===== src/rtl/memtest_pkg.sv =====
// Shared clk_gui types and constants; all counters wrap silently and no field is saturated
`default_nettype none

package memtest_pkg;

    ////////////////////
    // Tuning constants
    ////////////////////

    localparam int unsigned CLK_GUI_HZ        = 50000000; // Default ticks per second
    localparam int unsigned DEBOUNCE_BITS_DEF = 16;       // 2^16 cycles, about 1.3 ms at 50 MHz
    localparam int unsigned STEP_GAP          = 4;        // Quiet cycles between PLL steps
    localparam int unsigned PENDING_W         = 9;        // Signed, so +-255 deferred steps
    localparam int unsigned LED_W             = 4;        // Board LEDs

    ////////////////////
    // Plain vectors
    ////////////////////

    typedef logic [31:0] count_t;     // Pass or fail count
    typedef logic [15:0] secs_t;      // Binary seconds since reset
    typedef logic [15:0] bcd_mins_t;  // Four BCD digits, 9999 max
    typedef logic [7:0]  phase_t;     // Phase count shown to the user

    // Steps counted by the buttons but not yet sent to the PLL
    typedef logic signed [PENDING_W-1:0] pending_t;

    ////////////////////
    // Grouped outputs
    ////////////////////

    typedef struct packed {
        secs_t     secs;              // Binary seconds
        bcd_mins_t mins;              // BCD minutes
    } elapsed_t;                      // 32 bits

    typedef struct packed {
        count_t passcount;
        count_t failcount;
        logic   first_fail_valid;     // Sticky until reset
        secs_t  first_fail_secs;      // Time of first failure
    } tally_t;                        // 81 bits

    typedef struct packed {
        phase_t phase;                // Display only
        logic   phasedir;             // High means step up
        logic   phasestep;            // One cycle per step
        logic   phaseloadreg;         // One cycle after the burst
    } pll_ctrl_t;                     // 11 bits

    // Stepper FSM
    typedef enum logic [2:0] {
        IDLE,
        WAIT_RELEASE,
        STEP,
        GAP,
        LOAD
    } step_state_t;

endpackage

`default_nettype wire


===== src/rtl/btn_debounce.sv =====
// Raw button may be async; output lags a clean change by 2 + 2^debounce_bits clk_gui cycles
`timescale 1ns/100ps
`default_nettype none

module btn_debounce #(
    parameter int unsigned debounce_bits = memtest_pkg::DEBOUNCE_BITS_DEF
) (
    input  wire logic clk_gui,
    input  wire logic timer_reset,
    input  wire logic btn,            // Raw pin level
    output logic      level           // Debounced level
);

    logic [1:0]               sync_q; // Two-flop synchronizer
    logic [debounce_bits-1:0] stable_cnt;
    logic                     differs;
    logic                     stable_done;

    ////////////////////
    // Synchronizer
    ////////////////////

    always_ff @(posedge clk_gui) begin
        if (timer_reset) begin
            sync_q <= 2'b00;
        end else begin
            sync_q <= {sync_q[0], btn}; // sync_q[1] is safe to use
        end
    end

    ////////////////////
    // Stability counter
    ////////////////////

    always_comb begin
        differs     = (sync_q[1] != level);
        stable_done = (stable_cnt == '1); // 2^debounce_bits-th differing cycle
    end

    always_ff @(posedge clk_gui) begin
        if (timer_reset) begin
            stable_cnt <= '0;
            level      <= 1'b0;
        end else if (!differs) begin
            stable_cnt <= '0;             // Bounce back restarts the wait
        end else if (stable_done) begin
            stable_cnt <= '0;
            level      <= sync_q[1];      // Accept the new value
        end else begin
            stable_cnt <= stable_cnt + 1'b1;
        end
    end

endmodule

`default_nettype wire


===== src/rtl/pll_phase_stepper.sv =====
// Levels must be debounced; more than 255 deferred steps wrap the pending count and lose steps
`timescale 1ns/100ps
`default_nettype none

module pll_phase_stepper (
    input  wire logic              clk_gui,
    input  wire logic              timer_reset,
    input  wire logic              inc_level,    // Debounced "phase up" button
    input  wire logic              dec_level,    // Debounced "phase down" button
    output memtest_pkg::pll_ctrl_t pll_ctrl
);

    localparam int unsigned GAP_W = $clog2(memtest_pkg::STEP_GAP + 1);

    memtest_pkg::step_state_t state;
    memtest_pkg::phase_t      phase_q;
    memtest_pkg::pending_t    pending;           // Positive means steps up owed
    memtest_pkg::pending_t    press_delta;       // +1, -1 or 0 from the buttons
    memtest_pkg::pending_t    step_delta;        // Moves pending toward zero
    logic [GAP_W-1:0]         gap_cnt;
    logic                     inc_q;
    logic                     dec_q;
    logic                     dir_q;             // Direction of the current burst
    logic                     inc_rise;
    logic                     dec_rise;
    logic                     btn_idle;          // Both buttons released
    logic                     step_fire;
    logic                     gap_done;

    ////////////////////
    // Press detection
    ////////////////////

    always_ff @(posedge clk_gui) begin
        if (timer_reset) begin
            inc_q <= 1'b0;
            dec_q <= 1'b0;
        end else begin
            inc_q <= inc_level;
            dec_q <= dec_level;
        end
    end

    always_comb begin
        inc_rise  = inc_level & ~inc_q;
        dec_rise  = dec_level & ~dec_q;
        btn_idle  = ~inc_level & ~dec_level;
        // Step only while nobody touches a button
        step_fire = (state == memtest_pkg::STEP) && btn_idle;
        gap_done  = (gap_cnt == GAP_W'(memtest_pkg::STEP_GAP - 1));

        press_delta = '0;
        if (inc_rise && !dec_rise) begin
            press_delta = memtest_pkg::pending_t'(1);
        end else if (dec_rise && !inc_rise) begin
            press_delta = '1;                    // -1; both at once is ignored
        end

        step_delta = '0;
        if (step_fire) begin
            step_delta = dir_q ? '1 : memtest_pkg::pending_t'(1);
        end
    end

    // Display count moves at once, wraps at 8 bits
    always_ff @(posedge clk_gui) begin
        if (timer_reset) begin
            phase_q <= '0;
        end else begin
            phase_q <= phase_q + memtest_pkg::phase_t'(press_delta);
        end
    end

    ////////////////////
    // Step FSM
    ////////////////////

    always_ff @(posedge clk_gui) begin
        if (timer_reset) begin
            state   <= memtest_pkg::IDLE;
            pending <= '0;
            gap_cnt <= '0;
            dir_q   <= 1'b0;
        end else begin
            pending <= pending + press_delta + step_delta; // Presses keep adding mid-burst
            case (state)
                memtest_pkg::IDLE: begin
                    if (pending != '0) begin
                        state <= memtest_pkg::WAIT_RELEASE;
                    end
                end
                memtest_pkg::WAIT_RELEASE: begin
                    if (btn_idle) begin
                        if (pending == '0) begin
                            state <= memtest_pkg::LOAD;  // Presses cancelled out
                        end else begin
                            state <= memtest_pkg::STEP;
                            dir_q <= ~pending[memtest_pkg::PENDING_W-1];
                        end
                    end
                end
                memtest_pkg::STEP: begin
                    gap_cnt <= '0;
                    // A press landing here defers the step
                    state   <= step_fire ? memtest_pkg::GAP : memtest_pkg::WAIT_RELEASE;
                end
                memtest_pkg::GAP: begin
                    gap_cnt <= gap_cnt + 1'b1;
                    if (gap_done) begin
                        if (pending == '0) begin
                            state <= memtest_pkg::LOAD;  // Burst finished
                        end else if (btn_idle) begin
                            state <= memtest_pkg::STEP;
                            dir_q <= ~pending[memtest_pkg::PENDING_W-1];
                        end else begin
                            state <= memtest_pkg::WAIT_RELEASE; // Held press pauses burst
                        end
                    end
                end
                memtest_pkg::LOAD: begin
                    state <= memtest_pkg::IDLE;
                end
                default: begin
                    state <= memtest_pkg::IDLE;
                end
            endcase
        end
    end

    // PLL dynamic phase port
    always_comb begin
        pll_ctrl.phase        = phase_q;
        pll_ctrl.phasedir     = dir_q;
        pll_ctrl.phasestep    = step_fire;
        pll_ctrl.phaseloadreg = (state == memtest_pkg::LOAD);
    end

endmodule

`default_nettype wire


===== src/rtl/elapsed_timer.sv =====
// Exact only if clk_gui equals ticks_per_sec Hz; secs wraps after 65535 and mins after 9999
`timescale 1ns/100ps
`default_nettype none

module elapsed_timer #(
    parameter int unsigned ticks_per_sec = memtest_pkg::CLK_GUI_HZ
) (
    input  wire logic             clk_gui,
    input  wire logic             timer_reset,
    output memtest_pkg::elapsed_t elapsed
);

    localparam int unsigned      PRE_W    = (ticks_per_sec > 1) ? $clog2(ticks_per_sec) : 1;
    localparam logic [PRE_W-1:0] PRE_LAST = PRE_W'(ticks_per_sec - 1);

    logic [PRE_W-1:0] prescale;       // Cycles within the current second
    logic [5:0]       sec_in_min;     // 0..59
    logic             sec_tick;
    logic             min_tick;

    // Ripple carry through the four BCD digits
    function automatic memtest_pkg::bcd_mins_t bcd_increment(input memtest_pkg::bcd_mins_t v);
        memtest_pkg::bcd_mins_t r;
        logic                   carry;
        r     = v;
        carry = 1'b1;
        for (int d = 0; d < 4; d++) begin
            if (carry) begin
                if (r[d*4 +: 4] == 4'd9) begin
                    r[d*4 +: 4] = 4'd0;          // Carry on to next digit
                end else begin
                    r[d*4 +: 4] = r[d*4 +: 4] + 4'd1;
                    carry       = 1'b0;
                end
            end
        end
        return r;                                // 9999 rolls to 0000
    endfunction

    always_comb begin
        sec_tick = (prescale == PRE_LAST);
        min_tick = sec_tick && (sec_in_min == 6'd59);
    end

    ////////////////////
    // Counters
    ////////////////////

    always_ff @(posedge clk_gui) begin
        if (timer_reset) begin
            prescale     <= '0;
            sec_in_min   <= '0;
            elapsed.secs <= '0;
            elapsed.mins <= '0;
        end else begin
            if (sec_tick) begin
                prescale     <= '0;
                elapsed.secs <= elapsed.secs + 1'b1; // First tick ticks_per_sec after reset
                sec_in_min   <= min_tick ? 6'd0 : sec_in_min + 6'd1;
            end else begin
                prescale <= prescale + 1'b1;
            end
            if (min_tick) begin
                elapsed.mins <= bcd_increment(elapsed.mins);
            end
        end
    end

endmodule

`default_nettype wire


===== src/rtl/result_tally.sv =====
// Strobes must already be synchronous one-cycle pulses in clk_gui; counts wrap at 2^32
`timescale 1ns/100ps
`default_nettype none

module result_tally (
    input  wire logic                            clk_gui,
    input  wire logic                            timer_reset,
    input  wire logic                            pass_stb,  // One pass from the tester
    input  wire logic                            fail_stb,  // One fail from the tester
    input  wire memtest_pkg::secs_t              secs,      // Current elapsed seconds
    output memtest_pkg::tally_t                  tally,
    output logic [memtest_pkg::LED_W-1:0]        led
);

    memtest_pkg::count_t fail_next;

    // LED flop tracks the updated count in the same cycle
    always_comb begin
        fail_next = tally.failcount + memtest_pkg::count_t'(fail_stb);
    end

    ////////////////////
    // Counts
    ////////////////////

    always_ff @(posedge clk_gui) begin
        if (timer_reset) begin
            tally.passcount <= '0;
            tally.failcount <= '0;
        end else begin
            if (pass_stb) begin
                tally.passcount <= tally.passcount + 1'b1;
            end
            tally.failcount <= fail_next;
        end
    end

    ////////////////////
    // First failure
    ////////////////////

    always_ff @(posedge clk_gui) begin
        if (timer_reset) begin
            tally.first_fail_valid <= 1'b0;
            tally.first_fail_secs  <= '0;
        end else if (fail_stb && !tally.first_fail_valid) begin
            tally.first_fail_valid <= 1'b1;    // Sticky until next reset
            tally.first_fail_secs  <= secs;
        end
    end

    // Low fail bits are the most useful thing on the board LEDs
    always_ff @(posedge clk_gui) begin
        if (timer_reset) begin
            led <= '0;
        end else begin
            led <= fail_next[memtest_pkg::LED_W-1:0];
        end
    end

endmodule

`default_nettype wire


===== src/rtl/memtest_monitor_top.sv =====
// All in clk_gui; tester strobes must be synchronous here and timer_reset comes in ready-made
`timescale 1ns/100ps
`default_nettype none

module memtest_monitor_top #(
    parameter int unsigned ticks_per_sec = memtest_pkg::CLK_GUI_HZ,
    parameter int unsigned debounce_bits = memtest_pkg::DEBOUNCE_BITS_DEF
) (
    input  wire logic                     clk_gui,
    input  wire logic                     timer_reset,
    input  wire logic                     btn_inc,   // Raw, phase up
    input  wire logic                     btn_dec,   // Raw, phase down
    input  wire logic                     pass_stb,
    input  wire logic                     fail_stb,
    output memtest_pkg::elapsed_t         elapsed,
    output memtest_pkg::tally_t           tally,
    output memtest_pkg::pll_ctrl_t        pll_ctrl,  // To the SDRAM clock PLL
    output logic [memtest_pkg::LED_W-1:0] led
);

    logic inc_level;
    logic dec_level;

    ////////////////////
    // Phase buttons
    ////////////////////

    btn_debounce #(.debounce_bits(debounce_bits)) debounce_inc (
        .clk_gui     (clk_gui),
        .timer_reset (timer_reset),
        .btn         (btn_inc),
        .level       (inc_level)
    );

    btn_debounce #(.debounce_bits(debounce_bits)) debounce_dec (
        .clk_gui     (clk_gui),
        .timer_reset (timer_reset),
        .btn         (btn_dec),
        .level       (dec_level)
    );

    pll_phase_stepper u_stepper (
        .clk_gui     (clk_gui),
        .timer_reset (timer_reset),
        .inc_level   (inc_level),
        .dec_level   (dec_level),
        .pll_ctrl    (pll_ctrl)
    );

    ////////////////////
    // Time and results
    ////////////////////

    elapsed_timer #(.ticks_per_sec(ticks_per_sec)) u_timer (
        .clk_gui     (clk_gui),
        .timer_reset (timer_reset),
        .elapsed     (elapsed)
    );

    result_tally u_tally (
        .clk_gui     (clk_gui),
        .timer_reset (timer_reset),
        .pass_stb    (pass_stb),
        .fail_stb    (fail_stb),
        .secs        (elapsed.secs),  // Stamps the first failure
        .tally       (tally),
        .led         (led)
    );

endmodule

`default_nettype wire


===== config.mk =====
export PLATFORM = sky130hd
export DESIGN_NAME = memtest_monitor_top
export DESIGN_NICKNAME = d
export VERILOG_FILES = /design/src/rtl/memtest_pkg.sv /design/src/rtl/btn_debounce.sv /design/src/rtl/pll_phase_stepper.sv /design/src/rtl/elapsed_timer.sv /design/src/rtl/result_tally.sv /design/src/rtl/memtest_monitor_top.sv
export SDC_FILE = /design/constraint.sdc
export NUM_CORES = 1
export LEC_CHECK = 0
export BUFFER_PORTS_ARGS = -buffer_cell sky130_fd_sc_hd__buf_4
export CAP_MARGIN = 20
export CELL_PAD_IN_SITES_DETAIL_PLACEMENT = 1
export CELL_PAD_IN_SITES_GLOBAL_PLACEMENT = 1
export CORE_MARGIN = 4
export CORE_UTILIZATION = 40
export CTS_CLUSTER_DIAMETER = 30
export CTS_CLUSTER_SIZE = 20
export DETAILED_ROUTE_END_ITERATION = 8
export HOLD_SLACK_MARGIN = 0.03
export PLACE_DENSITY = 0.77
export SLEW_MARGIN = 20
export SYNTH_ARGS = -nofsm -noshare
export SYNTH_HDL_FRONTEND = slang
export SYNTH_SLANG_ARGS = --single-unit
export TNS_END_PERCENT = 100

===== constraint.sdc =====
create_clock -name clk_gui -period 4.1 [get_ports clk_gui]
set_clock_uncertainty 0.15 [all_clocks]
set_input_delay 0.82 -clock clk_gui [delete_from_list [all_inputs] [get_ports clk_gui]]
set_output_delay 0.82 -clock clk_gui [all_outputs]
set_load 0.05 [all_outputs]

# Word level (Yosys, flattened, before mapping)
# Index checks and enable logic that the tools add are counted.
# classes
addsub,15
bitwise,10
n_eq_ne,21
mux,35
n_reduce_logical,23
# ops
cell,count
$add A16 B1 Y16 const B,3
$mux W9,4
$add A32 B1 Y32,1
$add A32 B1 Y32 const B,1
$eq A16 B16 Y1 const B,2
$add A26 B1 Y26 const B,1
$eq A26 B26 Y1 const B,1
$add A9 B9 Y9,2
$add A4 B1 Y4 const B,4
$eq A4 B4 Y1 const B,4
$mux W1,16
$mux W4,4
$mux W3,5
$pmux W3 S4,1
$reduce_and A2 Y1,5
$eq A3 B2 Y1 const B,3
$logic_not A9 Y1,1
$reduce_bool A9 Y1,1
$add A8 B8 Y8,1
$ne A2 B1 Y1 const B,4
$not A1 Y1,7
$add A6 B1 Y6 const B,1
$eq A6 B6 Y1 const B,1
$mux W6,1
17 further kinds,30
# totals
elab_cells,129
reg_bits,213
out_inout_bits,128

# Longest topological paths before layout
# depth
word_depth,11
ltp_mapped,14

# Cells and area by module
# A second synthesis with hierarchy kept.
# unflattened
cells_unflattened,1164
area_unflattened_um2,10224.8
# modules_own_cells
module,area_per_inst_um2,cells_per_inst,n_inst
result_tally,3656.0,432,1
elapsed_timer,3103.0,365,1
pll_phase_stepper,1814.2,195,1
btn_debounce,825.8,86,2

# Worst setup path before layout
# No wires, ideal clock.
# synth_path
path_kind,register to register
startpoint,register u_stepper.state[1]
endpoint,register u_stepper.pending[7]
required_ps,3888
path_buffers,0
stages_incl_launch_ff,15
arrival_ps,3233
setup_ps,62
setup_slack_ps,654
period_less_slack_ps,3446
path_cell_list,dfxtp_1 nand2b_1 nor4_1 and2_1 inv_1 fa_1 inv_1 ha_1 inv_1 fa_1 nor2b_1 o21ai_0 a21boi_0 or4_1 nand3_1
# synth_between
elab_chain_len,4
# synth_rtl
element,line_no,text
from (decl),pll_phase_stepper.sv:15,memtest_pkg::step_state_t state;
from (signal assigned),pll_phase_stepper.sv:80,state <= memtest_pkg::IDLE;
from (signal assigned),pll_phase_stepper.sv:89,state <= memtest_pkg::WAIT_RELEASE;
from (signal assigned),pll_phase_stepper.sv:95,state <= memtest_pkg::LOAD;
$eq A3 B2 Y1,pll_phase_stepper.sv:49,step_fire = (state == memtest_pkg::STEP) && btn_idle;
$logic_and A1 B1 Y1,pll_phase_stepper.sv:49,
via u_stepper.step_fire,pll_phase_stepper.sv:27,logic step_fire;
$mux W9,pll_phase_stepper.sv:60,if (step_fire) begin
$add A9 B9 Y9,pll_phase_stepper.sv:85,pending <= pending + press_delta + step_delta;
to (signal assigned),pll_phase_stepper.sv:85,
to (decl),pll_phase_stepper.sv:17,memtest_pkg::pending_t pending;
# The timed path passes the listed nets, and every way through them passes these cells.
# A chain may end at the register's enable or synchronous reset.

# Worst setup path in the final report
# layout_path
startpoint,register u_stepper.state[1]
endpoint,register u_stepper.pending[8]
# layout_between
elab_chain_len,4
# layout_rtl
element,line_no
$eq A3 B2 Y1,pll_phase_stepper.sv:49
$logic_and A1 B1 Y1,pll_phase_stepper.sv:49
$mux W9,pll_phase_stepper.sv:60
$add A9 B9 Y9,pll_phase_stepper.sv:85
# No other way between the ends.

==> results_dict.tcl <==
set metrics [dict create \
    status "complete, no violations" \
    crit_family "compound AO/OA/AOI/OAI gates" \
    routed-via-count 8589 \
    crit_type "reg -> reg" \
    synth-edff-count 0 \
    crit_path_end_kind "register" \
    cp_slowest_cell "fa_1" \
    seq_area_frac_synth 0.425 \
    dpl_cell_area_um2 11100 \
    first_pass_iters 4 \
    multi_input_area_um2 5220 \
    synthFlopType "dfxtp_1" \
    p_total_mw 6.32 \
    powerDensity_nw_per_um2 494 \
    min_period_over_period 0.885 \
    hold_class "reg -> reg" \
    route.detailed.drc 0 \
    cp_num_buf_inv 2 \
    hold_viol 0 \
    place_congestion 0.776 \
    clkTransAtPathRegs_ns 0.04 \
    relSlewSlack 0.423 \
    diodes 0 \
    vias_per_cell 5.19 \
    cp-startpoint "u_stepper.state[1]" \
    die_x_um 165 \
    reg2reg_depth 12 \
    drtIter0Drc 398 \
    cts_sinks 209 \
    rsz0062_at_grt "false" \
    syn2layout_area_growth_pct 30.0 \
    netlist_area_um2 9830 \
    cp-start-kind "register" \
    r2r_setup_slack_ns 0.47 \
    fin_crit_ns 3.63 \
    async_flop_share 0 \
    worstPathRequired_ns 4.40 \
    fp.coreArea_um2 24200 \
    fin_tns_setup_ns 0 \
    p_leak_nw 5.01 \
    fillers 2874 \
    clockBufferDepth 3 \
    grt_max_degree 57 \
    antenna_found_initial 0 \
    synthDistinctLibCells 60 \
    root_buffer "clkbuf_16" \
    cp.depth 12 \
    rows 57 \
    drt_wl_total_mm 26.6 \
    cap_violations 0 \
    clk_latency_ns 0.53 \
    yosysWarnings 0 \
    syn_nets 1188 \
    drive_gt1_frac 0.187 \
    stdcell_count 1655 \
    grt_pass1_wl_mm 44.6 \
    start_util 0.406 \
    dpl.cell_count 1567 \
    worstHoldStart "debounce_dec.stable_cnt[0]" \
    overflow 0 \
    regArea_um2 4180 \
    io_pins 134 \
    setup_violations 0 \
    critPathMaxStageDelay_ns 0.61 \
    ys_ff_latch 209 \
    fin_area_um2 12800 \
    vdd_drop_max_v 0.000351 \
    avgSynthCellArea_um2 8.58 \
    r2r-end "u_stepper.pending[8]" \
    worstPathMaxFanout 7 \
    cts_tree "yes" \
    ant_nets 0 \
    track_usage 0.198 \
    cts_buffers 51 \
    clock.fmax_ghz 0.276 \
    path_cells "nand2b_1 > nor4_2 > and2_1 > inv_1 > fa_1 > inv_1 > ha_1 > a21oi_1 > o211ai_1 > a2111oi_1 > o21ai_0 > a21oi_1" \
    cts.htree.levels 2 \
    max_slew.worst_pin.slew_ns 0.863 \
    post_cts_buffers 0 \
    chipHeight_um 165 \
    nets 1338 \
    netlist_instances 1146 \
    hpwl_mm 18.0 \
    rr_startpoint "u_stepper.state[1]" \
    endpoint "u_stepper.pending[8]" \
    port_buffers 133 \
    wl_per_cell_um 16.1 \
    drv_slew 0 \
    cp.arrival_ns 3.93 \
    die_area_um2 27200 \
    grt_pass1_vias 9050 \
]
==> power by group <==
group          switching, mW  total, mW  internal (mW)
clock                   1.18       3.90           2.71
combinational          0.201      0.300         0.0999
sequential            0.0463       2.12           2.08
==> per-stage QoR <==
| step | utilization | hold slack, ns | setup WS [ns] |
|---|---|---|---|
| 2_1_floorplan | - | 0.264 | 0.654 |
| 3_3_place_gp | 0.457 | 0.282 | 0.495 |
| 3_5_place_dp | 0.457 | 0.277 | 0.200 |
| 4_1_cts | 0.527 | 0.304 | 0.187 |
| 5_1_grt | 0.527 | 0.321 | 0.117 |
| 6_report | 0.527 | 0.298 | 0.473 |
==> repair_timing <==
action / CTS / global route
gates resized for setup: 0 / 3
endpoints found under the hold margin: 0 / 0
hold buffers: 0 / 0
setup endpoints to repair: 0 / 2
==> flip-flops by register name, indices dropped and copies added (netlist names), 6 cells and up <==
name and count:
u_stepper.pending 9, debounce_inc.stable_cnt 16, u_timer.sec_in_min 6, u_timer.elapsed 32, debounce_dec.stable_cnt 16, u_stepper.phase_q 8, u_timer.prescale 26, u_tally.tally 78
==> layout by cell type, fill, tap and decap left out, types with 31 or more instances in the layout <==
cell type  Yosys  final
nor2_1       164    164
xnor2_1       59     59
a21oi_1       62     62
buf_4          8    140
o21ai_0       31     31
nor3_1        34     34
nand4_1       34     34
nand2_1      109    109
inv_1         62     62
dfxtp_1      209    209
clkbuf_16      0     51
nand3_1       55     55
xor2_1        52     52
==> synthesized netlist by cell type, types with 2 or more instances <==
cell type,number,share of area
ha_1,26,0.033
o211ai_1,6,0.0046
and3_1,17,0.011
nand4_1,34,0.022
or2_2,2,0.0013
and4_1,12,0.011
nor4_1,11,0.0070
o21ai_0,31,0.016
buf_2,7,0.0036
nor2_1,164,0.063
clkbuf_1,17,0.0065
a21boi_0,2,0.0015
nor3b_1,10,0.0076
nand2_1,109,0.042
dfxtp_1,209,0.43
xnor2_1,59,0.053
and4b_1,2,0.0020
o31ai_1,2,0.0015
mux2i_1,7,0.0071
nand2b_1,6,0.0038
a21oi_1,62,0.032
buf_1,11,0.0042
nor2b_1,26,0.017
and2_1,5,0.0032
a2111oi_0,2,0.0018
buf_4,8,0.0061
nand4_2,2,0.0025
o21a_1,9,0.0069
nand4_4,3,0.0065
o31a_1,2,0.0018
mux2_1,5,0.0057
or4_1,10,0.0076
nor3_1,34,0.017
nand3_1,55,0.028
fa_1,10,0.020
nor4_2,5,0.0064
a21o_1,3,0.0023
xor2_1,52,0.046
or3_1,23,0.015
inv_1,62,0.024
nor4_4,3,0.0065
a31oi_1,3,0.0019
==> logic make-up after synthesis <==
logic type / after synthesis / share of synthesized area
simple gates: 543 / 0.289
flops: 209 / 0.425
compound gates: 130 / 0.0762
xor+xnor: 111 / 0.0989
buf+inv: 105 / 0.0440
fa+ha+maj: 36 / 0.0534
mux: 12 / 0.0129
==> worst min path at each step <==
stage                                 end  slack (ns)  cells after the start
5_1_grt            debounce_inc.sync_q[1]        0.32                      1
3_3_place_gp   debounce_dec.stable_cnt[0]        0.28                      1
4_1_cts                  u_tally.tally[3]        0.30                      2
6_report       debounce_dec.stable_cnt[0]        0.30                      1
3_5_place_dp       debounce_inc.sync_q[1]        0.28                      1
2_1_floorplan      debounce_dec.sync_q[1]        0.26                      1
==> layout make-up <==
type,count,share of cell area
multi-input combinational,832,0.409
sequential,209,0.327
clock buffer,63,0.110
timing repair buffer,140,0.0822
tap,324,0.0317
clock inverter,25,0.0215
inverter,62,0.0182
==> layer usage <==
metal,global-route usage,vias to the layer above,part of all wire
met3,0.0644,51,0.068
met5,0,-,0
met4,0.0635,0,0.023
li1,-,4218,-
met2,0.338,167,0.49
met1,0.235,4153,0.42
(Power assumes the default switching activity.)
